--- src/common/vi_pkg.sv ---
// vi_pkg: shared widths, opcodes, pipeline depths and payload types of the vi_core pipeline
package vi_pkg;

	localparam int XLEN        = 32;
	localparam int REG_ADDR_W  = 5;
	localparam int IMEM_DEPTH  = 64;
	localparam int IMEM_ADDR_W = 6;

	// Depth of the multiply pipe, works from 1 to 5
	localparam int MULT_STAGES = 3;

	// Instruction field layout
	localparam int OPCODE_W = 6;
	localparam int OP_LSB   = 26;
	localparam int RD_LSB   = 21;
	localparam int RA_LSB   = 16;
	localparam int RB_LSB   = 11;
	localparam int IMM_W    = 16;

	typedef logic [XLEN-1:0]       word_t;
	typedef logic [REG_ADDR_W-1:0] reg_addr_t;

	typedef enum logic [OPCODE_W-1:0] {
		OP_NOP  = 6'h00,
		OP_ADD  = 6'h01,
		OP_SUB  = 6'h02,
		OP_AND  = 6'h03,
		OP_OR   = 6'h04,
		OP_XOR  = 6'h05,
		OP_SLT  = 6'h06,
		OP_ADDI = 6'h07,
		OP_LUI  = 6'h08,
		OP_MUL  = 6'h09
	} opcode_e;

	// All-zero word decodes as NOP
	localparam word_t NOP_INSTR = '0;

	// Result competing for the writeback register
	typedef struct packed {
		logic      valid;
		reg_addr_t rd;
		word_t     data;
		word_t     pc;
	} wb_t;

endpackage

--- src/hw/int_registers.sv ---
// int_registers: 32 x 32-bit integer register file, two read ports, one write port
`timescale 1ns/1ps

module int_registers (
	input  logic              clk_i,
	input  logic              rst_n_i,
	input  vi_pkg::reg_addr_t ra_i,
	input  vi_pkg::reg_addr_t rb_i,
	input  logic              we_i,
	input  vi_pkg::reg_addr_t wa_i,
	input  vi_pkg::word_t     wd_i,
	output vi_pkg::word_t     rda_o,
	output vi_pkg::word_t     rdb_o
);
	import vi_pkg::*;

	word_t regs [2**REG_ADDR_W];

	always_ff @(posedge clk_i) begin
		if (!rst_n_i) begin
			for (int i = 0; i < 2**REG_ADDR_W; i++) begin
				regs[i] <= '0;
			end
		end else if (we_i && (wa_i != '0)) begin
			regs[wa_i] <= wd_i;
		end
	end

	// r0 is hardwired to zero
	assign rda_o = (ra_i == '0) ? '0 : regs[ra_i];
	assign rdb_o = (rb_i == '0) ? '0 : regs[rb_i];

endmodule

--- config.mk ---
export PLATFORM = sky130hd
export DESIGN_NAME = int_registers
export DESIGN_NICKNAME = d
export VERILOG_FILES = /design/src/common/vi_pkg.sv /design/src/hw/int_registers.sv
export SDC_FILE = /design/constraint.sdc
export NUM_CORES = 2
export LEC_CHECK = 0
export ABC_AREA = 1
export BUFFER_PORTS_ARGS = -buffer_cell sky130_fd_sc_hd__buf_2
export CAP_MARGIN = 25
export CORE_MARGIN = 5
export CORE_UTILIZATION = 35
export DETAILED_ROUTE_END_ITERATION = 10
export MAX_ROUTING_LAYER = met4
export PLACE_DENSITY_LB_ADDON = 0.15
export SLEW_MARGIN = 10
export SYNTH_ARGS = -nofsm -noshare
export SYNTH_HDL_FRONTEND = slang
export SYNTH_SLANG_ARGS = --single-unit
--- constraint.sdc ---
create_clock -name clk_i -period 4.8 [get_ports clk_i]
set_input_delay 0.72 -clock clk_i [delete_from_list [all_inputs] [get_ports clk_i]]
set_output_delay 0.72 -clock clk_i [all_outputs]
set_load 0.1 [all_outputs]
# Yosys cells after proc, flatten, opt, wreduce, memory -nomap -nowiden

Memories as Yosys holds them, arrays and structs flattened.
Index checks and enable logic that the tools add are counted.

Multiplexer cells: 9
Reduce and logical (&&, ||, !) cells: 5

Operators by type and width:

| kind                | count |
|---|---|
| 32-bit 2-to-1 mux   | 3 |
| 32-bit OR reduction | 1 |
| 5-bit logical NOT   | 2 |
| 1-bit 2-to-1 mux    | 5 |
| 5-bit 2-to-1 mux    | 1 |
| 5-bit nonzero test  | 1 |
| 1-bit logical AND   | 1 |

Register bits after elaboration: 0
RAM bits: 1,024
Input bits: 50
Output and inout port bits: 64
Word-level logic and storage cells: 15
Memories: 1

Memories:

| memory | depth | width | read ports | clocked after Yosys merged registers in | wr ports | line                | RTL |
|---|---|---|---|---|---|---|---|
| regs   | 32    | 32    | 2          | 0                                       | 32       | int_registers.sv:17 | `word_t regs [2**REG_ADDR_W];` |

# Depth between registers and ports, before layout

Word-level depth: 7
Gate-level depth with buffers: 13
Mapped depth without buffers: 10

# Worst setup path before layout

Ideal clock, no wire load.

Path type: input-to-output
Start point: in rb_i[0]
End point: out rdb_o[21]
Data arrival time: 3,050 ps
Data required time: 4,080 ps
Setup slack: 1,030 ps
Stages: 13
Path buffers: 4
Path through: buf_4 -> inv_2 -> buf_4 -> buf_6 -> buf_4 -> nand2_1 -> nand3_1 -> nand3_1 -> nand2_1 -> nor2_1 -> nand2_1 -> nand2_1 -> nor2_1

Longest elaborated chain between the ends: 2
Elaborated cells between the ends (all ways): 3
Classes of those cells: 1 x mux; 1 x reduce/logical; 1 x memory

RTL lines:

| what                                                                | line                | RTL |
|---|---|---|
| from (decl)                                                         | int_registers.sv:8  | `input vi_pkg::reg_addr_t rb_i,` |
| memory read 32 x 32 bit / 5-bit logical NOT (equally long branches) | n/a                 |  |
| 32-bit 2-to-1 mux (*)                                               | int_registers.sv:31 | `assign rdb_o = (rb_i == '0) ? '0 : regs[rb_i];` |
| to (decl)                                                           | int_registers.sv:13 | `output vi_pkg::word_t rdb_o` |

Mark *: on every way between the ends. The rest lies on a longest branch, timed or not.

# Worst setup path after layout

Start point: in rb_i[0]
End point: out rdb_o[24]

The elaborated chain is that of the path after synthesis.

==> impl_metrics.py <==
metrics = {
    "clock_tree": {
        "clock_sinks": 1024,
        "cts.clk_slew.worst_paths_ns": 0.06,
        "cts_resized": 0,
        "clockRootBuffer": "clkbuf_16",
        "htreeDepth": 3,
        "cts_setup_buffers": 0,
        "clockBufferDepth": 3,
        "cts_buffers": 118,
        "cts_tree": "done",
        "ctsHoldBuffers": 0,
    },
    "grt": {
        "globalRouteMet3Util_pct": 4.71,
        "grt_overflow_total": 0,
        "busiest_layer": "met2",
        "grt_pass1_vias": 49600,
        "grt_max_degree": 119,
        "grt_pass1_wl_um": 352000,
        "grt_usage_pct": 29.1,
        "met1_usage_pct": 38.5,
        "antenna_found_initial": 6,
        "use_met2_pct": 44.3,
    },
    "drt": {
        "drt-initial-drc-count": 7205,
        "drtPass1Iterations": 8,
        "via_count": 52600,
        "route.detailed.drc": 0,
        "detail_route.vias_per_cell": 5.60,
        "routed_wl_um": 247000,
        "avgRoutedWirePerCell_um": 26.3,
        "ant_nets": 0,
    },
    "timing": {
        "final.min_clock_period_ns": 4.13,
        "post-route-period-util_pct": 86.1,
        "setup_viol": 0,
        "fmax_mhz": 242,
        "worstMarginPinSlew_ns": 0.908,
        "finalHoldViolations": 0,
        "fin_ws_ns": 0.665,
        "finalMaxSlewViolations": 0,
        "rsz0062_at_grt": "no",
        "maxSlewHeadroom_pct": 39.4,
        "finalSetupTns_ns": 0,
    },
    "power_and_ir_drop": {
        "seqPwrFrac_pct": 45.4,
        "p_comb_share_pct": 16.5,
        "p_leak_nw": 26.3,
        "intPower_mw": 16.3,
        "p_switching_mw": 7.00,
        "ir_drop_v": 0.000295,
        "power_density_mw_per_mm2": 362,
        "p_clk_share_pct": 38.1,
        "p_sw_share_pct": 30.0,
    },
    "layout": {
        "nets": 7179,
        "reg_top3": "regs: 1024 flops",
        "largest_reg_flops": 1024,
        "utilization_pct": 40.0,
        "largest_register": "regs",
        "syn_to_final_growth_pct": 13.5,
        "n_fill_cell": 16100,
        "drive_gt1_share_pct": 7.99,
    },
    "logic_synthesis": {
        "synth.area.top_cells": "edfxtp_1 54%, nand2_1 14%, nor2_1 12%",
        "syn_inst": 7255,
        "synth.cell_area_mm2": 0.0567,
        "ys_types": 20,
        "yosysWarnings": 0,
        "synth.avg_cell_area_um2": 7.81,
        "yosysTopAreaCell": "edfxtp_1",
        "seq_area_frac_synth_pct": 54.3,
        "synth_top_cell_area_share_pct": 54.3,
        "ys_seq_elements": 1024,
    },
    "die": {
        "fp-row-count": 147,
        "die_area_mm2": 0.170,
        "io_pins": 114,
        "core-area_mm2": 0.161,
        "die_w_um": 412,
        "start_util_pct": 35.2,
        "die_y_um": 412,
    },
    "hold_path": {
        "min-delay-start": "wd_i[12]",
        "hold-path-cell-count": 3,
        "hp-class": "input pin to register",
        "hold_path_end": "regs[19][12]$_SDFFCE_PN0P_",
    },
    "setup_path": {
        "crit_type": "input pin to output port",
        "timing.critical_path.to_type": "output port",
        "critPathRequiredTime_ns": 4.08,
        "cp-start-kind": "input pin",
        "crit_path_max_fanout": 90,
        "arrival_ns": 3.41,
    },
    "placement": {
        "numPortBuffers": 113,
        "gp_congestion": 0.880,
        "post-place-ws_ns": 0.767,
        "hpwlAfterDp_um": 138000,
    },
    "status": {
        "status": "completed",
    },
    "run": {
        "maxCapViolCount": 0,
    },
}
## synth_stat cells, drive strengths merged
| master | instances |
|---|---|
| a21oi | 121 |
| buf | 339 |
| clkbuf | 289 |
| clkinv | 3 |
| conb | 1 |
| edfxtp | 1024 |
| inv | 153 |
| nand2 | 2084 |
| nand3 | 984 |
| nand4 | 1 |
| nor2 | 1790 |
| nor3 | 8 |
| o211ai | 23 |
| o21ai | 435 |
## metal layers
layer	routed length, µm	vias to the layer above
met5	0	-
met4	12600	0
met3	24100	580
met2	111000	3080
met1	99500	25400
li1	-	23500
## worst max-delay path: stages
cell	delay (ns)
buf_8	0.19
inv_8	0.49
buf_4	0.36
nor2_1	0.06
o21ai_0	0.18
nand2_1	0.07
nand3_1	0.14
nor2_1	0.11
nor2_1	0.40
buf_2	0.52
## cells in the final DEF (no fill, tap or decap), drive strengths merged
cell type / instances
edfxtp: 1024
o211ai: 23
nor2: 1790
clkinvlp: 3
nor3: 8
nand3: 984
o21ai: 435
clkinv: 52
nand2: 2084
diode: 5
a21oi: 121
conb: 32
buf: 351
bufinv: 8
nand4: 1
clkbuf: 151
inv: 155
## worst max-delay path by stage
stage	startpoint	to	slack [ns]	depth (start not counted)
after floorplan	rb_i[0]	rdb_o[21]	1.03	13
after global placement	rb_i[0]	rdb_o[24]	0.73	12
after detailed placement	rb_i[0]	rdb_o[9]	0.77	11
after CTS	rb_i[0]	rdb_o[9]	0.77	11
after global routing	rb_i[0]	rdb_o[24]	0.59	10
final	rb_i[0]	rdb_o[24]	0.67	10
## cell families after synthesis
kind of cell / count (synthesis) / synth area share [%]
simple gates: 4867 / 34.4
flops: 1024 / 54.3
other cells: 1 / 0.00662
buf+inv: 784 / 6.06
compound gates: 579 / 5.22
## through the flow
step / hold slack, ns / cells / total power, mW / area (µm²)
2_1_floorplan: 0.959 / 7286 / 13.0 / 56800
3_3_place_gp: 1.31 / 9163 / 14.5 / 60500
3_5_place_dp: 1.24 / 9168 / 14.6 / 60600
4_1_cts: 0.429 / 9381 / 23.3 / 64300
5_1_grt: 0.446 / 9386 / 24.0 / 64300
6_report: 0.444 / 9387 / 23.3 / 64300
## area by class of cell
type	count	area (µm²)	area share (%)
flip-flops and latches	1024	30700	47.8
multi-input cells	5478	22800	35.4
repair buffers	351	3800	5.91
clock buffers	151	3140	4.88
well taps	2160	2700	4.20
inverters	156	624	0.971
clock inverters	62	504	0.784
diodes	5	12.5	0.0195
## power by group through the flow
stage | sequential, mW | clock [mW] | combinational [mW]
final | 10.6 | 8.87 | 3.85
after global routing | 10.6 | 9.30 | 4.09
after CTS | 10.6 | 8.95 | 3.81
after detailed placement | 10.8 | 0 | 3.80
after global placement | 10.7 | 0 | 3.78
after floorplan | 10.7 | 0 | 2.33
No activity file was read; power rests on OpenSTA's default activity.
