## src/common/vi_pkg.sv

```systemverilog
// vi_pkg: shared widths, opcodes, pipeline depths and payload types of the vi_core pipeline
package vi_pkg;

	localparam int XLEN        = 32;
	localparam int REG_ADDR_W  = 5;
	localparam int IMEM_DEPTH  = 64;
	localparam int IMEM_ADDR_W = 6;

	// Depth of the multiply pipe, works from 1 to 5
	localparam int MULT_STAGES = 3;

	// Instruction field layout
	localparam int OPCODE_W = 6;
	localparam int OP_LSB   = 26;
	localparam int RD_LSB   = 21;
	localparam int RA_LSB   = 16;
	localparam int RB_LSB   = 11;
	localparam int IMM_W    = 16;

	typedef logic [XLEN-1:0]       word_t;
	typedef logic [REG_ADDR_W-1:0] reg_addr_t;

	typedef enum logic [OPCODE_W-1:0] {
		OP_NOP  = 6'h00,
		OP_ADD  = 6'h01,
		OP_SUB  = 6'h02,
		OP_AND  = 6'h03,
		OP_OR   = 6'h04,
		OP_XOR  = 6'h05,
		OP_SLT  = 6'h06,
		OP_ADDI = 6'h07,
		OP_LUI  = 6'h08,
		OP_MUL  = 6'h09
	} opcode_e;

	// All-zero word decodes as NOP
	localparam word_t NOP_INSTR = '0;

	// Result competing for the writeback register
	typedef struct packed {
		logic      valid;
		reg_addr_t rd;
		word_t     data;
		word_t     pc;
	} wb_t;

endpackage

```

## src/hw/decoder.sv

```systemverilog
// decoder: splits an instruction into opcode, register addresses and extended immediate
`timescale 1ns/1ps

module decoder (
	input  vi_pkg::word_t     instr_i,
	input  logic              valid_i,
	output vi_pkg::opcode_e   op_o,
	output vi_pkg::reg_addr_t ra_o,
	output vi_pkg::reg_addr_t rb_o,
	output vi_pkg::reg_addr_t rd_o,
	output vi_pkg::word_t     imm_o,
	output logic              writes_o
);
	import vi_pkg::*;

	logic [OPCODE_W-1:0] op_field;
	logic [IMM_W-1:0]    imm_field;
	logic                reads_a;
	logic                reads_b;

	assign op_field  = instr_i[OP_LSB +: OPCODE_W];
	assign imm_field = instr_i[IMM_W-1:0];

	always_comb begin
		op_o    = OP_NOP;
		reads_a = 1'b0;
		reads_b = 1'b0;
		if (valid_i) begin
			case (op_field)
				OP_ADD, OP_SUB, OP_AND, OP_OR, OP_XOR, OP_SLT, OP_MUL: begin
					op_o    = opcode_e'(op_field);
					reads_a = 1'b1;
					reads_b = 1'b1;
				end
				OP_ADDI: begin
					op_o    = OP_ADDI;
					reads_a = 1'b1;
				end
				OP_LUI: op_o = OP_LUI;
				// Undefined opcodes fall through as NOP
				default: op_o = OP_NOP;
			endcase
		end
	end

	// Unused sources read as r0 so they never match a hazard
	assign ra_o = reads_a ? instr_i[RA_LSB +: REG_ADDR_W] : '0;
	assign rb_o = reads_b ? instr_i[RB_LSB +: REG_ADDR_W] : '0;
	assign rd_o = instr_i[RD_LSB +: REG_ADDR_W];

	assign imm_o = (op_o == OP_LUI) ? {imm_field, {(XLEN-IMM_W){1'b0}}}
	                                : {{(XLEN-IMM_W){imm_field[IMM_W-1]}}, imm_field};

	assign writes_o = (op_o != OP_NOP) && (rd_o != '0);

endmodule

```

## config.mk

```make
export PLATFORM = sky130hd
export DESIGN_NAME = decoder
export DESIGN_NICKNAME = d
export VERILOG_FILES = /design/src/common/vi_pkg.sv /design/src/hw/decoder.sv
export SDC_FILE = /design/constraint.sdc
export NUM_CORES = 1
export LEC_CHECK = 0
export BUFFER_PORTS_ARGS = -buffer_cell sky130_fd_sc_hd__buf_4
export CAP_MARGIN = 20
export CORE_MARGIN = 2
export CORE_UTILIZATION = 29
export DETAILED_ROUTE_END_ITERATION = 10
export GPL_TIMING_DRIVEN = 0
export PLACE_DENSITY_LB_ADDON = 0.1
export SYNTH_ARGS = -nofsm -noshare
export SYNTH_HDL_FRONTEND = slang
export SYNTH_SLANG_ARGS = --single-unit
```

## constraint.sdc

```tcl
create_clock -name vclk -period 1.3
set_input_delay 0.195 -clock vclk [all_inputs]
set_output_delay 0.195 -clock vclk [all_outputs]
set_load 0.005 [all_outputs]
```

* Yosys cells after proc, flatten, opt, wreduce, memory -nomap -nowiden *
Index checks and enable logic that the tools add are counted.

word-level totals
  register bits after elaboration = 0
  latch bits = 0
  RAM bits = 0
  bits in read-only memories = 0
  input bits = 33
  output and inout port bits = 54
  logic and storage cells = 24
  memories = 0

cells by class
  $add $sub $neg = 0
  multiply operators = 0
  divide/modulo/power cells = 0
  $lt $le $gt $ge = 0
  eq/ne operators = 10
  shift operators = 0
  mux-type cells = 9
  bitwise logic cells = 0
  reduce and logical (&&, ||, !) cells = 5

operator list
  cell                                                  count
  2-to-1 mux 31 bit                                     1
  equality test 6 x 3 -> 1 bit (second input constant)  4
  equality test 6 x 4 -> 1 bit (second input constant)  3
  one-hot mux 6 bit (3 select lines)                    1
  equality test 6 x 2 -> 1 bit (second input constant)  2
  2-to-1 mux 5 bit                                      2
  OR reduction 8 bit                                    1
  OR reduction 7 bit                                    1
  equality test 6 x 1 -> 1 bit (second input constant)  1
  2-to-1 mux 6 bit                                      1
  nonzero test 6 bit                                    1
  nonzero test 5 bit                                    1
  2-to-1 mux 1 bit                                      4
  logical AND 1 bit                                     1

* Logic depth before layout (Yosys ltp) *
  word-level depth = 6
  gate-level depth with buffers = 5
  gate-level depth less buffers = 3

* Worst setup path before layout *
No wires, ideal clock.

  path type = input port to output port
  start = input instr_i[30]
  end = output imm_o[20]
  data arrival time = 0.997 ns
  required time = 1.105 ns
  path slack = 0.108 ns
  cell stages on the path = 5
  path through = nor3b_4 -> and3_1 -> buf_4 -> buf_6 -> a21o_1

between the ends
  cells in the longest elaborated chain, start to end = 6
  elaborated cells between the ends (all ways) = 14
  those cells by class = eq/ne: 10; mux: 3; reduce/logical: 1

ends and longest elaborated chain
  what                                                        RTL line       source
  start: declaration                                          decoder.sv:5   input vi_pkg::word_t instr_i,
  equality test 6 x 1 -> 1 bit, or another cell as far along  decoder.sv:29  case (op_field)
  OR reduction 7 bit                                          decoder.sv:29
  one-hot mux 6 bit (3 select lines) (*)                      decoder.sv:29
  2-to-1 mux 6 bit (*)                                        decoder.sv:28  if (valid_i) begin
  equality test 6 x 4 -> 1 bit (*)                            decoder.sv:51  assign imm_o = (op_o == OP_LUI) ? {imm_field, {(XLEN-IMM_W){1'b0}}}
  2-to-1 mux 31 bit (*)                                       decoder.sv:51
  end: declaration                                            decoder.sv:11  output vi_pkg::word_t imm_o,

Every way passes the cells marked *; elsewhere a longest branch is shown, timed or not.

* Final worst setup path *
  start = input instr_i[31]
  end = output ra_o[0]

between the ends
  cells in the longest elaborated chain, start to end = 5
  elaborated cells between the ends (all ways) = 12
  those cells by class = eq/ne: 8; mux: 3; reduce/logical: 1

ends and longest elaborated chain
  what                                                        RTL line       source
  equality test 6 x 3 -> 1 bit, or another cell as far along  decoder.sv:29
  OR reduction 8 bit (no line) (*)                            -
  2-to-1 mux 1 bit (*)                                        decoder.sv:29
  2-to-1 mux 1 bit (*)                                        decoder.sv:28
  2-to-1 mux 5 bit (*)                                        decoder.sv:47  assign ra_o = reads_a ? instr_i[RA_LSB +: REG_ADDR_W] : '0;
  end: declaration                                            decoder.sv:8   output vi_pkg::reg_addr_t ra_o,

Marked as above.

==> flow_summary.toml <==
[run_status]
run_status = "finished with violations"
violated_checks = "setup timing"

[setup_path]
start_kind = "primary input"
timing_worst_setup_path_type = "in2out"
sequence_of_cells_on_the_critical_path = "buf_6 > or3b_4 > nor3b_4 > and2_1 > buf_4"
arrival_time_worst_endpoint_ns = 1.26
crit_path_top_delay_cell = "sky130_fd_sc_hd__or3b_4"
worstPathBufferInverterCount = 2
critical_path.top_delay_family = "simple AND/OR/NAND/NOR gates"
slowest_delay_ns = 0.43
timing.critical_path.fanout_max = 5
worst-endpoint-required_ns = 1.11
crit_path_end_kind = "primary output"

[timing]
final_max_slew_viol_count = 0
finalSetupViolations = 41
unrepaired_setup_endpoints_after_global_routing = "yes"
final_worst_path_setup_slack_ns = -0.160
final_period_minus_worst_setup_slack_ns = 1.46
fmax_ghz = 0.685
layout_worst_path_cycle_share_pct = 112
finalHoldViolCount = 0

[finish]
design.final.nets = 205
seqCellArea_um2 = 0
sequential_cell_total = 0
layout-drive-gt1-share_pct = 77.6
final-instance-count-excl-fill = 195
area_growth_syn_to_layout_pct = 187
final.fill_count = 90
antenna-diode-count = 0
nClkBuffers = 0

[min_path]
timing.hold.worst.class = "in2out"

[routing]
drc = 0
detail_route.first_pass.iterations = 4
wl_um = 2600
detail_route.wl_per_cell_um = 13.3
post_drt_via_cell_ratio = 4.57
vias = 891
residual_antenna_violating_net_count_after_detailed_routing = 0
drt_first_iter_violations = 12

[yosys]
post-synth-top-count-cell = "sky130_fd_sc_hd__and2_1"
post_synth_most_frequent_cells = "sky130_fd_sc_hd__and2_1 (20), sky130_fd_sc_hd__a21o_1 (16), sky130_fd_sc_hd__and3_1 (9), sky130_fd_sc_hd__buf_4 (9)"
total_of_warnings_raised_by_yosys = 0
post_synth_num_cell_types = 21
mappedNetlistArea_um2 = 523
synth_area_leaders = "sky130_fd_sc_hd__and2_1 (24%), sky130_fd_sc_hd__a21o_1 (23%), sky130_fd_sc_hd__buf_4 (13%), sky130_fd_sc_hd__and3_1 (11%), sky130_fd_sc_hd__buf_6 (4.3%)"
post_synth_inst_count = 73
synthDominantAreaCellType = "sky130_fd_sc_hd__and2_1"
yosys.area.top_type_share_pct = 23.9
postSynthAreaPerCell_um2 = 7.16
seq_total_area_yosys_pct = 0

[power_and_ir_drop]
total_power_uw = 411
pwrdens_mw_per_mm2 = 273
leakagePower_uw = 0.000882
worst_ir_drop_vdd_mv = 0.170

[grt]
largest_net_degree_at_the_start_of_global_routing = 11
globalRouteOverflowTotal = 0
track_usage_pct = 21.0
first_pass_grt_wire_length_um = 3440
grt_pass1_vias = 754
grt_antenna_before_repair = 0

[placement]
final_estimated_routing_congestion_in_global_placement = 0.666
dp.cells = 184
port-buffer-count = 85
dpl.hpwl_um = 1740

[floorplan]
placeableCoreArea_mm2 = 0.00171
floorplan.io_pins = 87
floorplan.die.width_um = 46.5
start_util_pct = 30.6
placement_rows = 15
dieArea_mm2 = 0.00216
die_y_um = 46.5

[cts]
postCtsHoldBufs = 0

[run]
drv.max_cap_violation_count = 0
repair_timing:
action | in CTS | in global routing
endpoints found under the setup margin | 43 | 43
buffers inserted | 5 | 5
pin swaps | 35 | 15
resized for setup | 49 | 12
gates cloned | 2 | 0
placed cells by master (no fill, tap or decap), drive strengths merged:
master  instances
a21o           16
a21oi           1
a22oi           1
a31oi           1
and2           20
and3            9
buf           108
conb            2
inv             2
nand3           1
nor2            1
nor3            1
nor3b           2
nor4            1
o211ai          1
o21ai           1
or3b            1
or4             1
final timing paths:
check	from	to	slack, ns	cells after the start
max	instr_i[31]	ra_o[0]	-0.16	5
min	instr_i[24]	rd_o[3]	0.64	3
stage by stage:
stage | area, µm² | utilization (%) | hold WS, ns | worst slack [ns] | setup TNS (ns)
finish | 1500 | 88.0 | 0.636 | -0.160 | -3.98
global route | 1500 | 88.0 | 0.646 | -0.215 | -5.72
CTS | 1430 | 83.9 | 0.638 | -0.172 | -4.97
detailed placement | 1200 | 70.0 | 0.651 | -0.315 | -8.44
global placement | 1200 | 70.0 | 0.645 | -0.291 | -7.61
floorplan | 527 | - | 0.425 | 0.108 | 0
area by class of cell:
type               count  area (µm²)  share of cell area, %
plain buffers         11        97.6                   6.49
multi-input cells     60         509                   33.9
well taps             25        31.3                   2.08
inverters              2        7.51                  0.500
repair buffers        97         857                   57.0
kinds of logic (layout without fill, tap and decap cells):
| logic type | after synthesis | in the layout | synth area share, % |
|---|---|---|---|
| compound gates | 21 | 21 | 30.1 |
| buf+inv | 14 | 110 | 19.4 |
| other cells | 1 | 2 | 0.717 |
| simple gates | 37 | 37 | 49.8 |
worst min-delay path, cell delays in order:
cell and delay, ns:
sky130_fd_sc_hd__buf_6 0.07, sky130_fd_sc_hd__buf_4 0.09, sky130_fd_sc_hd__buf_4 0.09
per-layer routing:
layer	track usage, %	vias up	share of wire, %
met5	0	-	0
met4	0	0	1.4
met3	3.14	2	12
met2	43.9	61	56
met1	22.8	387	31
li1	-	441	-
power breakdown:
| part | switching, µW | total, µW | internal (µW) | leakage [µW] |
|---|---|---|---|---|
| sequential | 0 | 0 | 0 | 0 |
| combinational | 138 | 411 | 273 | 0.000882 |
| clock | 0 | 0 | 0 | 0 |
(Power assumes the default switching activity.)
