--- src/common/vi_pkg.sv ---
// vi_pkg: shared widths, opcodes, pipeline depths and payload types of the vi_core pipeline
package vi_pkg;

	localparam int XLEN        = 32;
	localparam int REG_ADDR_W  = 5;
	localparam int IMEM_DEPTH  = 64;
	localparam int IMEM_ADDR_W = 6;

	// Depth of the multiply pipe, works from 1 to 5
	localparam int MULT_STAGES = 3;

	// Instruction field layout
	localparam int OPCODE_W = 6;
	localparam int OP_LSB   = 26;
	localparam int RD_LSB   = 21;
	localparam int RA_LSB   = 16;
	localparam int RB_LSB   = 11;
	localparam int IMM_W    = 16;

	typedef logic [XLEN-1:0]       word_t;
	typedef logic [REG_ADDR_W-1:0] reg_addr_t;

	typedef enum logic [OPCODE_W-1:0] {
		OP_NOP  = 6'h00,
		OP_ADD  = 6'h01,
		OP_SUB  = 6'h02,
		OP_AND  = 6'h03,
		OP_OR   = 6'h04,
		OP_XOR  = 6'h05,
		OP_SLT  = 6'h06,
		OP_ADDI = 6'h07,
		OP_LUI  = 6'h08,
		OP_MUL  = 6'h09
	} opcode_e;

	// All-zero word decodes as NOP
	localparam word_t NOP_INSTR = '0;

	// Result competing for the writeback register
	typedef struct packed {
		logic      valid;
		reg_addr_t rd;
		word_t     data;
		word_t     pc;
	} wb_t;

endpackage

--- src/hw/fetch.sv ---
// fetch: program counter, loadable instruction memory and the fetch/decode register
`timescale 1ns/1ps

module fetch (
	input  logic                             clk_i,
	input  logic                             rst_n_i,
	input  logic                             start_i,
	input  logic                             stall_i,
	input  logic                             imem_we_i,
	input  logic [vi_pkg::IMEM_ADDR_W-1:0]   imem_addr_i,
	input  vi_pkg::word_t                    imem_data_i,
	output vi_pkg::word_t                    instr_o,
	output vi_pkg::word_t                    pc_o,
	output logic                             valid_o
);
	import vi_pkg::*;

	word_t                  mem [IMEM_DEPTH];
	logic [IMEM_DEPTH-1:0]  loaded_q;
	logic                   running_q;
	word_t                  pc_q;
	logic [IMEM_ADDR_W-1:0] index;
	logic                   in_range;
	logic                   advance;
	word_t                  fetch_word;
	word_t                  instr_q;
	word_t                  fd_pc_q;
	logic                   valid_q;

	// PC is a byte address, one word per cycle
	assign index      = pc_q[IMEM_ADDR_W+1:2];
	assign in_range   = (pc_q[XLEN-1:IMEM_ADDR_W+2] == '0);
	assign fetch_word = (in_range && loaded_q[index]) ? mem[index] : NOP_INSTR;
	assign advance    = running_q && !stall_i && !start_i;

	always_ff @(posedge clk_i) begin
		if (imem_we_i && !running_q) begin
			mem[imem_addr_i] <= imem_data_i;
		end
	end

	always_ff @(posedge clk_i) begin
		if (!rst_n_i) begin
			running_q <= 1'b0;
			pc_q      <= '0;
			loaded_q  <= '0;
			valid_q   <= 1'b0;
		end else begin
			if (imem_we_i && !running_q) begin
				loaded_q[imem_addr_i] <= 1'b1;
			end
			if (start_i) begin
				running_q <= 1'b1;
				pc_q      <= '0;
				valid_q   <= 1'b0;
			end else if (advance) begin
				pc_q    <= pc_q + word_t'(4);
				valid_q <= 1'b1;
			end
		end
	end

	// Fetch/decode register holds while stalled
	always_ff @(posedge clk_i) begin
		if (advance) begin
			instr_q <= fetch_word;
			fd_pc_q <= pc_q;
		end
	end

	assign instr_o = instr_q;
	assign pc_o    = fd_pc_q;
	assign valid_o = valid_q;

endmodule

--- config.mk ---
export PLATFORM = sky130hd
export DESIGN_NAME = fetch
export DESIGN_NICKNAME = d
export VERILOG_FILES = /design/src/common/vi_pkg.sv /design/src/hw/fetch.sv
export SDC_FILE = /design/constraint.sdc
export NUM_CORES = 2
export LEC_CHECK = 0
export BUFFER_PORTS_ARGS = -buffer_cell sky130_fd_sc_hd__buf_2
export CAP_MARGIN = 20
export CORE_AREA = 2 2 451 632
export DETAILED_ROUTE_END_ITERATION = 10
export DIE_AREA = 0 0 453 634
export PLACE_DENSITY_LB_ADDON = 0.15
export SYNTH_ARGS = -nofsm -noshare
export SYNTH_HDL_FRONTEND = slang
export SYNTH_SLANG_ARGS = --single-unit
--- constraint.sdc ---
create_clock -name clk_i -period 8.39 [get_ports clk_i]
set_input_delay 2.517 -clock clk_i [delete_from_list [all_inputs] [get_ports clk_i]]
set_output_delay 2.517 -clock clk_i [all_outputs]
set_load 0.05 [all_outputs]
Yosys cells after proc, flatten, opt, wreduce, memory -nomap -nowiden
Memory sizes are Yosys's and may differ from the RTL's. A register that Yosys moved wholly into a read port is not among the register bits.
Index checks and enable logic that the tools add are counted.
- add/sub/neg operators: 1
- $mul: 0
- div/mod/pow operators: 0
- magnitude comparators: 3
- equal/unequal tests: 0
- shift-type cells: 0
- mux-type cells: 6
- bitwise gates (word level): 2
- reduce and logical (&&, ||, !) cells: 11
- operators by type and width (kind ; number):
    $or 64x64->64 ; 1
    $add 32x3->32 const B ; 1
    $logic_not 24->1 ; 1
    $lt 6x7->1 const B ; 2
    $bmux 1 s6 ; 1
    $demux 1 s6 ; 1
    $ge 6x1->1 const B ; 1
    $logic_and 1x1->1 ; 5
    $logic_not 1->1 ; 4
    $mux 1 ; 4
    $reduce_or 2->1 ; 1
    $not 1->1 ; 1
- bits in registers: 130
- bits in latches: 0
- memory bits (writable): 2048
- memory bits (read-only): 0
- input port bits: 43
- output and inout port bits: 65
- logic and storage cells: 29
- memories kept: 1
- memories (name ; depth ; bits a word ; read ports ; clocked after memory_dff ; write ports ; line ; source):
    mem ; 64 ; 32 ; 1 ; 1 ; 1 ; fetch.sv:18 ; word_t mem [IMEM_DEPTH];

Depth between registers and ports, before layout
- depth after elaboration: 5
- gate-level depth with buffers: 12

Worst setup path after synthesis
OpenSTA, ideal clock, no wires.
- path type: input to register
- start point: input port start_i
- end point: register pc_q[31]
- library setup time: 0.128 ns
- arrival: 6.328 ns
- path slack: 1.935 ns
- stages: 6
- path through: nor3b_2 and3_1 nand4_1 nor4_1 xnor2_1 nor2_1
- cells in the longest elaborated chain, start to end: 2
- RTL lines (element ; line ; source):
    start: declaration ; fetch.sv:7 ; input logic start_i,
    $logic_not 1->1 ; fetch.sv:34 ; assign advance = running_q && !stall_i && !start_i;
    $logic_and 1x1->1 ; fetch.sv:34 ;
    end signal: assignment ; fetch.sv:57 ; pc_q <= pc_q + word_t'(4);
    end: declaration ; fetch.sv:21 ; word_t pc_q;
Several ways; a longest one is shown, not always the timed one.
A chain may end at the register's enable or synchronous reset.

Worst setup path after layout
- start point: register pc_q[3]
- end point: register instr_q[7], in the netlist instr_o[7], read port of mem, data pin
- cells in the longest elaborated chain, start to end: 4
- RTL lines (element ; line ; source):
    $bmux 1 s6 ; fetch.sv:33 ; assign fetch_word = (in_range && loaded_q[index]) ? mem[index] : NOP_INSTR;
    $mux 1 (implied by the code) ; fetch.sv:33 ;
    $logic_and 1x1->1 ; fetch.sv:33 ;
    $logic_not 1->1 (no line) ; - ;
    end: declaration ; fetch.sv:26 ; word_t instr_q;
Several ways; a longest one is shown, not always the timed one. The select of a mux whose other input is x is not followed.

==> results.sh <==
export IMPL_die_width_um=453
export IMPL_crit_buf_inv=2
export IMPL_start_util_pct=29.8
export IMPL_synth_common_cells="2110 x edfxtp_1, 458 x mux4_2, 193 x mux2i_1, 136 x nor2_1, 96 x dfxtp_1"
export IMPL_r2r_end="instr_o[7]"
export IMPL_die_area_um2=287000
export IMPL_min_path_type="reg -> reg"
export IMPL_slew_viol_final=0
export IMPL_vias=40698
export IMPL_synthCells=3923
export IMPL_drtIter0Drc=3983
export IMPL_finalCriticalPeriod_ns=4.44
export IMPL_grt_pass1_wl_um=360000
export IMPL_routed_wl_um=261000
export IMPL_yosysUniqueCellTypes=66
export IMPL_postCtsHoldBufs=0
export IMPL_route_detailed_drc=0
export IMPL_synth_ff_type="edfxtp_1"
export IMPL_coreArea_um2=282000
export IMPL_slowest_delay_ns=0.86
export IMPL_worst_hold_slack_ns=0.464
export IMPL_crit_end="instr_o[7]"
export IMPL_antenna_found_initial=17
export IMPL_area_growth_pct=15.0
export IMPL_fin_worst_skew_ns=0.0429
export IMPL_nNetsFinal=4229
export IMPL_finalCritPeriodShare_pct=52.9
export IMPL_core_rowCount=231
export IMPL_synthMostInstantiatedCell="edfxtp_1"
export IMPL_leakagePower_nw=28.3
export IMPL_wl_per_cell_um=32.2
export IMPL_busiest_layer="met2"
export IMPL_ys_async_sr_fraction_pct=0
export IMPL_crit_slowest_cell="dfxtp_4"
export IMPL_grt_overflow_total=0
export IMPL_p_per_area_nw_per_um2=229
export IMPL_hold_violations=0
export IMPL_cts_sinks=2206
export IMPL_met3_usage_pct=2.15
export IMPL_met2_usage_pct=32.4
export IMPL_synth_area_leaders="edfxtp_1 75%, mux4_2 12%, mux2i_1 2.3%, dfxtp_1 2.3%, nor2_1 0.61%"
export IMPL_gp_congestion=0.760
export IMPL_r2r_cells=8
export IMPL_rrSetupSlack_ns=3.95
export IMPL_ys_ff_latch=2206
export IMPL_setup_viol=0
export IMPL_path_depth=8
export IMPL_avgViaCountPerCell=5.03
export IMPL_tns_ns=0
export IMPL_grt_use_met1_pct=23.1
export IMPL_htreeDepth=4
export IMPL_crit_family="buffers and inverters"
export IMPL_vdd_drop_max_v=0.000165
export IMPL_synth_edf_count=2110
export IMPL_layout_setup_ws_ns=3.95
export IMPL_cts_buffers=221
export IMPL_yosysTopAreaCell="edfxtp_1"
export IMPL_clk_transition_reported_paths_ns=0.06
export IMPL_cts_buffer_depth=4
export IMPL_worst_pin_slew_ns=1.12
export IMPL_cp_max_fo=51
export IMPL_clock_latency_ns=0.87
export IMPL_cts_tree="yes"
export IMPL_grt_max_degree=102
export IMPL_finalInstanceArea_um2=96800
export IMPL_die_h_um=634
export IMPL_grt_pass1_vias=42250
export IMPL_dr_pass1_iters=5
export IMPL_end_kind="flop"
export IMPL_fmax_ghz=0.225
export IMPL_syn_area_per_cell_um2=21.4
export IMPL_critPathRequiredTime_ns=8.94
export IMPL_ioPinCount=108
export IMPL_fillers=26401
export IMPL_max_cap_violations=0
export IMPL_crit_chain="buf_12 -> buf_4 -> mux4_2 -> nor2b_1 -> a211oi_1 -> nor3_1 -> a32oi_1 -> nor2_1"
export IMPL_synth_top_cell_area_share_pct=75.3
export IMPL_path_class="reg -> reg"
export IMPL_place_area_um2=89900
export IMPL_drive_gt1_share_pct=25.7
export IMPL_rsz0062_at_grt="false"
export IMPL_relSlewSlack_pct=24.8
export IMPL_dpl_hpwl_um=156000
export IMPL_place_ws_ns=3.25
export IMPL_arrival_ns=4.99
export IMPL_start_kind="flop"
export IMPL_yosysWarnings=0
export IMPL_cts_resized_gates=0
export IMPL_cts_root_buf="clkbuf_16"
export IMPL_timing_rr_start="pc_q[3]"
export IMPL_ant_nets=0
export IMPL_port_buffers=105
export IMPL_post_cts_buffers=0
export IMPL_outcome="complete, no violations"
export IMPL_critical_path_startpoint="pc_q[3]"
export IMPL_gr_usage_all_layers_pct=18.0
export IMPL_synth_area_um2=84100
export IMPL_synth_seq_area_share_pct=77.6
## flip-flops by register name, indices dropped and copies added (netlist names)
| name | count |
|---|---|
| mem | 2048 |
| pc_o | 30 |
| instr_o | 32 |
| running_q | 1 |
| loaded_q | 64 |
| valid_o | 1 |
| pc_q | 30 |
## where the power goes
part | switching [mW] | internal (mW) | total [mW] | leakage [nW]
registers | 0.0176 | 12.1 | 12.1 | 19.7
logic | 0.359 | 0.0854 | 0.444 | 5.30
clock network | 4.21 | 5.42 | 9.63 | 3.33
total | 4.59 | 17.6 | 22.2 | 28.3
## per-layer routing
layer	routed length [um]	share of wire, %
met1	108000	42
met4	4710	1.8
met3	10100	3.9
met2	138000	53
met5	13	0.0050
## cells by family (layout without fill, tap and decap cells)
group	count (synthesis)	in the layout	share of synthesized area, %
and+or+nand+nor	377	377	2.15
DFF	2206	2206	77.6
muxes	670	670	14.9
adders and majority gates	1	1	0.0149
buffers and inverters	227	662	1.58
AOI/OAI and AO/OA	416	416	3.49
other	1	6	0.00446
xor gates and xnor gates	25	25	0.260
## through the flow
stage	total power, mW	std cells	utilization [%]
final	22.2	8091	34.3
after global routing	22.9	8088	34.3
after CTS	22.5	8087	34.3
after detailed placement	12.8	7690	31.9
after global placement	12.8	7684	31.9
after floorplan	12.5	3924	-
## worst min-delay path by stage
| stage | cells past startpoint | endpoint | startpoint | slack, ns |
|---|---|---|---|---|
| final | 1 | loaded_q[49] | loaded_q[49] | 0.46 |
| after global routing | 1 | loaded_q[46] | loaded_q[46] | 0.48 |
| after CTS | 1 | loaded_q[9] | loaded_q[9] | 0.47 |
| after detailed placement | 1 | loaded_q[62] | loaded_q[62] | 0.45 |
| after global placement | 1 | loaded_q[54] | loaded_q[54] | 0.44 |
| after floorplan | 0 | pc_o[6] | pc_q[6] | 0.41 |
## worst reg2reg max path, stage by stage, from the launching register on
cell	delay [ns]
dfxtp_4	0.86
buf_12	0.47
buf_4	0.76
mux4_2	0.64
nor2b_1	0.14
a211oi_1	0.48
nor3_1	0.28
a32oi_1	0.41
nor2_1	0.11
## layout by cell type, fill, tap and decap left out, types with 12 or more instances in the layout
master,n
a211oi_1,45
a21oi_1,56
a22oi_1,52
buf_2,88
buf_4,156
bufinv_16,16
clkbuf_1,53
clkbuf_16,222
clkinv_1,47
clkinv_2,35
dfxtp_1,90
edfxtp_1,2110
mux2_2,16
mux2i_1,193
mux4_2,458
nand2_1,65
nand3_1,34
nor2_1,69
nor2_4,66
nor2b_1,20
nor3_1,43
nor4_1,12
o21a_1,65
o21ai_0,33
o221ai_1,17
o22ai_1,79
or3_1,14
xnor2_1,14
## cell type report
class / instances / area, um^2 / area share, %
repair buffers: 257 / 1880 / 1.95
well taps: 3728 / 4660 / 4.82
diodes: 4 / 10.0 / 0.0103
clock buffers: 285 / 5890 / 6.09
multi-input cells: 1491 / 18000 / 18.6
flip-flops and latches: 2206 / 65300 / 67.5
inverters: 8 / 30.0 / 0.0310
clock inverters: 112 / 951 / 0.983
Power figures use the tool's default switching activity.
