## config.mk

```make
export PLATFORM = sky130hd
export DESIGN_NAME = mult_pipe_flat
export DESIGN_NICKNAME = d
export VERILOG_FILES = /design/src/common/vi_pkg.sv /design/src/common/exec_if.sv /design/src/hw/mult/mult_pipe.sv /design/src/flat_wrapper.sv
export SDC_FILE = /design/constraint.sdc
export NUM_CORES = 1
export LEC_CHECK = 0
export ABC_AREA = 1
export BUFFER_PORTS_ARGS = -buffer_cell sky130_fd_sc_hd__buf_2
export CAP_MARGIN = 20
export CORE_UTILIZATION = 62
export DETAILED_ROUTE_END_ITERATION = 12
export HOLD_SLACK_MARGIN = 0.12
export PLACE_DENSITY = 0.91
export SLEW_MARGIN = 10
export SYNTH_ARGS = -nofsm -noshare
export SYNTH_HDL_FRONTEND = slang
export SYNTH_SLANG_ARGS = --single-unit
export TNS_END_PERCENT = 30
```

## constraint.sdc

```tcl
create_clock -name clk_i -period 7.5 [get_ports clk_i]
set_input_delay 0.375 -clock clk_i [delete_from_list [all_inputs] [get_ports clk_i]]
set_output_delay 0.375 -clock clk_i [all_outputs]
set_load 0.05 [all_outputs]
```

## src/common/vi_pkg.sv

```systemverilog
// vi_pkg: shared widths, opcodes, pipeline depths and payload types of the vi_core pipeline
package vi_pkg;

	localparam int XLEN        = 32;
	localparam int REG_ADDR_W  = 5;
	localparam int IMEM_DEPTH  = 64;
	localparam int IMEM_ADDR_W = 6;

	// Depth of the multiply pipe, works from 1 to 5
	localparam int MULT_STAGES = 3;

	// Instruction field layout
	localparam int OPCODE_W = 6;
	localparam int OP_LSB   = 26;
	localparam int RD_LSB   = 21;
	localparam int RA_LSB   = 16;
	localparam int RB_LSB   = 11;
	localparam int IMM_W    = 16;

	typedef logic [XLEN-1:0]       word_t;
	typedef logic [REG_ADDR_W-1:0] reg_addr_t;

	typedef enum logic [OPCODE_W-1:0] {
		OP_NOP  = 6'h00,
		OP_ADD  = 6'h01,
		OP_SUB  = 6'h02,
		OP_AND  = 6'h03,
		OP_OR   = 6'h04,
		OP_XOR  = 6'h05,
		OP_SLT  = 6'h06,
		OP_ADDI = 6'h07,
		OP_LUI  = 6'h08,
		OP_MUL  = 6'h09
	} opcode_e;

	// All-zero word decodes as NOP
	localparam word_t NOP_INSTR = '0;

	// Result competing for the writeback register
	typedef struct packed {
		logic      valid;
		reg_addr_t rd;
		word_t     data;
		word_t     pc;
	} wb_t;

endpackage

```

## src/common/exec_if.sv

```systemverilog
// exec_if: issued instruction from the decode/execute register to the ALU and multiply pipe
`timescale 1ns/1ps

interface exec_if;
	import vi_pkg::*;

	logic      valid;
	opcode_e   op;
	reg_addr_t rd;
	word_t     opa;
	word_t     opb;
	word_t     pc;

	modport issue (
		output valid,
		output op,
		output rd,
		output opa,
		output opb,
		output pc
	);

	modport exec (
		input valid,
		input op,
		input rd,
		input opa,
		input opb,
		input pc
	);

endinterface

```

## src/hw/mult/mult_pipe.sv

```systemverilog
// mult_pipe: multi-stage multiply pipe carrying destination, pc and product to writeback
`timescale 1ns/1ps

module mult_pipe (
	input  logic                                        clk_i,
	input  logic                                        rst_n_i,
	exec_if.exec                                        ex,
	output vi_pkg::reg_addr_t [vi_pkg::MULT_STAGES-1:0] stage_rd_o,
	output logic [vi_pkg::MULT_STAGES-1:0]              stage_valid_o,
	output vi_pkg::wb_t                                 result_o
);
	import vi_pkg::*;

	logic      [MULT_STAGES-1:0] valid_q;
	reg_addr_t [MULT_STAGES-1:0] rd_q;
	word_t     [MULT_STAGES-1:0] pc_q;
	word_t     [MULT_STAGES-1:0] prod_q;
	logic                        take;

	assign take = ex.valid && (ex.op == OP_MUL);

	always_ff @(posedge clk_i) begin
		if (!rst_n_i) begin
			valid_q <= '0;
		end else begin
			valid_q <= MULT_STAGES'({valid_q, take});
		end
	end

	// Low half of the product is computed into stage 1, later stages only shift
	always_ff @(posedge clk_i) begin
		prod_q[0] <= ex.opa * ex.opb;
		rd_q[0]   <= ex.rd;
		pc_q[0]   <= ex.pc;
		for (int k = 1; k < MULT_STAGES; k++) begin
			prod_q[k] <= prod_q[k-1];
			rd_q[k]   <= rd_q[k-1];
			pc_q[k]   <= pc_q[k-1];
		end
	end

	assign stage_rd_o    = rd_q;
	assign stage_valid_o = valid_q;

	assign result_o.valid = valid_q[MULT_STAGES-1];
	assign result_o.rd    = rd_q[MULT_STAGES-1];
	assign result_o.data  = prod_q[MULT_STAGES-1];
	assign result_o.pc    = pc_q[MULT_STAGES-1];

endmodule

```

## src/flat_wrapper.sv

```systemverilog
// flat-port wrapper written by rule: the top's interface ports become plain ports
module mult_pipe_flat import vi_pkg::*;
  (clk_i, rst_n_i, stage_rd_o, stage_valid_o, result_o, ex_valid, ex_op, ex_rd, ex_opa, ex_opb, ex_pc);
  exec_if ex_i ();
  input  logic clk_i;
  input  logic rst_n_i;
  output vi_pkg::reg_addr_t [vi_pkg::MULT_STAGES-1:0] stage_rd_o;
  output logic [vi_pkg::MULT_STAGES-1:0] stage_valid_o;
  output vi_pkg::wb_t result_o;
  input wire logic [$bits(ex_i.valid)-1:0] ex_valid;
  input wire logic [$bits(ex_i.op)-1:0] ex_op;
  input wire logic [$bits(ex_i.rd)-1:0] ex_rd;
  input wire logic [$bits(ex_i.opa)-1:0] ex_opa;
  input wire logic [$bits(ex_i.opb)-1:0] ex_opb;
  input wire logic [$bits(ex_i.pc)-1:0] ex_pc;
  assign ex_i.valid = ex_valid;
  assign ex_i.op = ex_op;
  assign ex_i.rd = ex_rd;
  assign ex_i.opa = ex_opa;
  assign ex_i.opb = ex_opb;
  assign ex_i.pc = ex_pc;
  mult_pipe u_core (.clk_i(clk_i), .rst_n_i(rst_n_i), .ex(ex_i), .stage_rd_o(stage_rd_o), .stage_valid_o(stage_valid_o), .result_o(result_o));
endmodule
```

Yosys cells after proc, flatten, opt, wreduce, memory -nomap -nowiden
Index checks and enable logic that the tools add are counted.
- multipliers: 1
- equal/unequal tests: 1
- reductions and logical operators: 1
- operators with widths (operator ; count):
    32-bit by 32-bit multiplier with 32-bit output ; 1
    6-bit by 4-bit equality test with 1-bit output, second input constant ; 1
    1-bit logical AND ; 1
- bits in registers: 210
- bits of input ports: 110
- output and inout bits: 88

Depth between registers and ports, before layout
- word-level depth: 2
- gate-level depth with buffers: 30
- mapped depth without buffers: 28

Worst setup path after synthesis
Ideal clock, no wire load.
- path kind: in2reg
- start: in ex_opb[3]
- end: reg u_core.prod_q[26] (netlist name)
- arrival: 6276 ps
- data required time: 7379 ps
- path slack: 1103 ps
- cell stages on the path: 25
- cells stage by stage: clkbuf_1 -> clkbuf_1 -> nand2_1 -> inv_1 -> fa_1 -> inv_1 -> fa_1 -> fa_1 -> fa_1 -> inv_1 -> fa_1 -> inv_1 -> fa_1 -> inv_1 -> fa_1 -> fa_1 -> ha_1 -> nand2_2 -> nor4_4 -> nand4_2 -> nand3_2 -> nand2_2 -> nand2_4 -> a21oi_2 -> xnor2_1
- cells in the longest elaborated chain, start to end: 1
- RTL lines (element ; line ; text):
    start: declaration ; flat_wrapper.sv:14 ; input wire logic [$bits(ex_i.opb)-1:0] ex_opb;
    32-bit by 32-bit multiplier with 32-bit output ; mult_pipe.sv:32 ; prod_q[0] <= ex.opa * ex.opb;
    end signal: indexed assignment ; mult_pipe.sv:36 ; prod_q[k] <= prod_q[k-1];
    end: declaration ; mult_pipe.sv:17 ; word_t [MULT_STAGES-1:0] prod_q;
Every way passes these cells.
A chain may end at the register's enable or synchronous reset.

Final worst setup path
- start: in ex_opa[9]
- end: reg u_core.prod_q[24] (netlist name)
- cells in the longest elaborated chain, start to end: 1
- RTL lines (element ; line ; text):
    start: declaration ; flat_wrapper.sv:13 ; input wire logic [$bits(ex_i.opa)-1:0] ex_opa;
    32-bit by 32-bit multiplier with 32-bit output ; mult_pipe.sv:32 ;
Every way passes these cells.

==> impl_metrics.prom <==
# TYPE chip_impl_metric gauge
chip_impl_info{name="status",value="completed"} 1
chip_impl_metric{name="layout_min_cycle_time",unit="ns"} 6.54
chip_impl_metric{name="max_slew.worst_pin.slew",unit="ns"} 0.723
chip_impl_metric{name="yosysUniqueCellTypes",unit=""} 43
chip_impl_metric{name="design.portCount",unit=""} 198
chip_impl_metric{name="design.die.area",unit="sq um"} 36100
chip_impl_metric{name="final.setup_skew",unit="ns"} 0.0103
chip_impl_metric{name="wire_length_reported_by_the_detailed_router",unit="microns"} 51100
chip_impl_metric{name="drive_gt1_share",unit="%"} 9.81
chip_impl_metric{name="placement_rows",unit=""} 68
chip_impl_info{name="synth_ff_type",value="dfxtp_1"} 1
chip_impl_info{name="end_kind",value="flip-flop"} 1
chip_impl_metric{name="synth_net_count",unit=""} 3276
chip_impl_metric{name="grt_overflow",unit=""} 0
chip_impl_metric{name="drt_first_pass_iters",unit=""} 5
chip_impl_metric{name="stdcell_area",unit="sq um"} 23500
chip_impl_metric{name="holdPathStages",unit=""} 0
chip_impl_metric{name="detailed_place_hpwl",unit="microns"} 40900
chip_impl_metric{name="place.port_buffers",unit=""} 197
chip_impl_metric{name="core_area",unit="sq um"} 34600
chip_impl_metric{name="synth.yosys.warnings",unit=""} 0
chip_impl_metric{name="antennaDiodeCount",unit=""} 0
chip_impl_metric{name="grt_pass1_vias",unit=""} 18100
chip_impl_info{name="rr_startpoint",value="u_core.stage_valid_o[1]"} 1
chip_impl_info{name="cell_accounting_for_the_most_synthesized_area",value="fa_1"} 1
chip_impl_metric{name="routed_wirelength_normalized_by_instance_count",unit="microns"} 16.0
chip_impl_info{name="clock_tree_from_tritoncts",value="done"} 1
chip_impl_metric{name="drt_drc_violations_left",unit=""} 0
chip_impl_metric{name="yosys_register_bits",unit=""} 210
chip_impl_metric{name="maximum_fanout_count_along_the_critical_path",unit=""} 24
chip_impl_metric{name="synthArstFlopShare",unit="%"} 0
chip_impl_info{name="cts_root_buffer",value="clkbuf_16"} 1
chip_impl_metric{name="initial_utilization",unit="%"} 63.2
chip_impl_metric{name="worstPathRequired",unit="ns"} 7.85
chip_impl_metric{name="areaGrowthSynthToFinish",unit="%"} 7.27
chip_impl_metric{name="cap_violations",unit=""} 0
chip_impl_metric{name="post_synth_instance_area",unit="sq um"} 21900
chip_impl_metric{name="timing.final.max_slew_violations",unit=""} 0
chip_impl_metric{name="r2r.worst_path.cells",unit=""} 2
chip_impl_metric{name="number_of_enable_flip_flop_cells_after_synthesis",unit=""} 0
chip_impl_info{name="yosys.cell_count.top_type",value="inv_1"} 1
chip_impl_info{name="commonest_cells_post_synth",value="inv_1 (801), nand2_1 (705), fa_1 (408)"} 1
chip_impl_metric{name="post_layout_nets",unit=""} 3360
chip_impl_metric{name="data_arrival_time_of_the_worst_path",unit="ns"} 6.89
chip_impl_metric{name="synth-seq-area-share",unit="%"} 19.2
chip_impl_metric{name="timing.final.setup_violations",unit=""} 0
chip_impl_metric{name="hold_ws",unit="ns"} 0.319
chip_impl_metric{name="drt_iter0_markers",unit=""} 1175
chip_impl_metric{name="routabilityCongestion",unit=""} 0.948
chip_impl_metric{name="max_freq",unit="GHz"} 0.153
chip_impl_metric{name="cts.clk_slew.worst_paths",unit="ns"} 0.07
chip_impl_metric{name="viasPerCell",unit=""} 5.14
chip_impl_info{name="worstSetupPathType",value="input port to flip-flop"} 1
chip_impl_metric{name="grtUsageTotal",unit="%"} 29.5
chip_impl_metric{name="clkLatencyLatePin",unit="ns"} 0.46
chip_impl_metric{name="antenna_violating_nets_post_route",unit=""} 0
chip_impl_metric{name="dr_total_vias",unit=""} 16400
chip_impl_metric{name="antenna_found_initial",unit=""} 0
chip_impl_metric{name="post-route-period-util",unit="%"} 87.2
chip_impl_metric{name="placed_cell_area",unit="sq um"} 22500
chip_impl_metric{name="worst_slew_margin_rel",unit="%"} 51.8
chip_impl_info{name="critPathLaunch",value="ex_opa[9]"} 1
chip_impl_metric{name="avgSynthCellArea",unit="sq um"} 8.31
chip_impl_metric{name="die_h",unit="microns"} 190
chip_impl_metric{name="max-clock-path-buffers",unit=""} 3
chip_impl_metric{name="floorplan.die.width",unit="microns"} 190
chip_impl_metric{name="report.final.hold_viol_count",unit=""} 0
chip_impl_metric{name="cts-htree-levels",unit=""} 1
chip_impl_metric{name="cts.sink_count",unit=""} 210
chip_impl_metric{name="cts_inserted_buffers",unit=""} 18
chip_impl_metric{name="grt_start_max_net_pins",unit=""} 34
chip_impl_metric{name="grt_first_pass_wirelength",unit="microns"} 84700
chip_impl_info{name="min_path_type",value="flip-flop to flip-flop"} 1
chip_impl_info{name="grt_setup_unrepaired",value="false"} 1
chip_impl_info{name="synth.top_cells.by_area",value="fa_1 (37%), dfxtp_1 (19%), inv_1 (14%)"} 1
chip_impl_metric{name="post-synth-top-area-fraction",unit="%"} 37.3
chip_impl_info{name="start_kind",value="input port"} 1
chip_impl_metric{name="finalSetupTns",unit="ns"} 0
chip_impl_info{name="timing.hold.worst.start",value="u_core.prod_q[25]"} 1
chip_impl_metric{name="syn-instance-count",unit=""} 2635
## critical path, cell delays in order
cell	delay [ns]
buf_2	0.47
nand2_1	0.16
fa_1	0.44
inv_1	0.08
fa_1	0.44
fa_1	0.52
inv_1	0.05
fa_1	0.48
inv_1	0.05
fa_1	0.50
inv_1	0.06
fa_1	0.53
inv_1	0.05
fa_1	0.39
fa_1	0.47
ha_1	0.37
a21oi_1	0.26
o21ai_0	0.13
a21oi_1	0.37
nand3_2	0.21
nand2_2	0.12
nand2_4	0.06
nand2_2	0.07
nand2_2	0.05
xor2_2	0.14
## per-layer routing
layer	wire [microns]	vias to the layer above	share of wire, %	global-route usage [%]
met2	25400	892	50	52.5
met5	0	-	0	0
met3	4630	198	9.1	4.72
met4	2440	0	4.8	14.6
li1	-	7405	-	-
met1	18700	7895	37	34.5
## kinds of logic after synthesis
| logic type | count (synthesis) | synth area share (%) |
|---|---|---|
| buf+inv | 983 | 18.4 |
| simple gates | 818 | 15.0 |
| fa+ha+maj | 531 | 44.3 |
| flops | 210 | 19.2 |
| compound gates | 61 | 1.78 |
| xor+xnor | 32 | 1.31 |
## flip-flops by register name (all words and copies together) (netlist names)
name and flops:
u_core.pc_q 64, u_core.prod_q 64, u_core.result_o 69, u_core.stage_rd_o 10
u_core.stage_valid_o 3
## path summary, 6_finish.rpt
check                            endpoint  slack, ns
setup / recovery        u_core.prod_q[24]       0.96
hold / removal          u_core.prod_q[57]       0.32
setup reg to reg  u_core.stage_valid_o[2]       7.00
hold reg to reg         u_core.prod_q[57]       0.32
## cell usage in the layout, fill, tap and decap left out, types with 2 or more instances in the layout
master         instances
nor4_1                 4
clkinvlp_4             2
ha_1                 123
a21oi_2                2
clkbuf_16             19
buf_2                197
inv_2                  4
a221oi_1               2
nand3_1               52
xor2_1                20
nor2_1                18
o21a_1                 2
nor3_1                 2
fa_1                 408
a31o_2                 2
nand3b_1               4
dfxtp_1              210
o21bai_1               7
o21ai_0                8
nand2_1              705
dlygate4sd3_1         40
inv_1                801
buf_4                  3
clkinv_2               3
nand2_2               17
a21o_1                 3
clkinv_1               2
clkbuf_8               3
a21oi_1               24
xnor2_1               11
a31oi_1                4
nand3_2                3
a21boi_2               2
nand4_1                8
## layout make-up
cell class                 count  area [sq um]
multi-input combinational   1442         13700
timing repair buffer         240          1410
tap                          455           569
fill                        2492         11100
clock inverter                 9          88.8
inverter                     807          3030
clock buffer                  23           520
sequential                   210          4200
## metrics by stage
step                      cells  utilization (%)  worst slack (ns)
after floorplan            2635                -              1.10
after global placement     3114             64.9             0.621
after detailed placement   3114             64.9             0.485
after CTS                  3186             67.8             0.983
after global routing       3186             67.8             0.683
final                      3186             67.8             0.958
## what timing repair did
item	4_1_cts	5_1_grt
buffers inserted	0	0
hold endpoints to repair	40	0
hold buffers	40	0
resized for setup	0	0
Power is not shown: default switching activity piles up to over one toggle a cycle in this logic, so the estimate is an artifact.
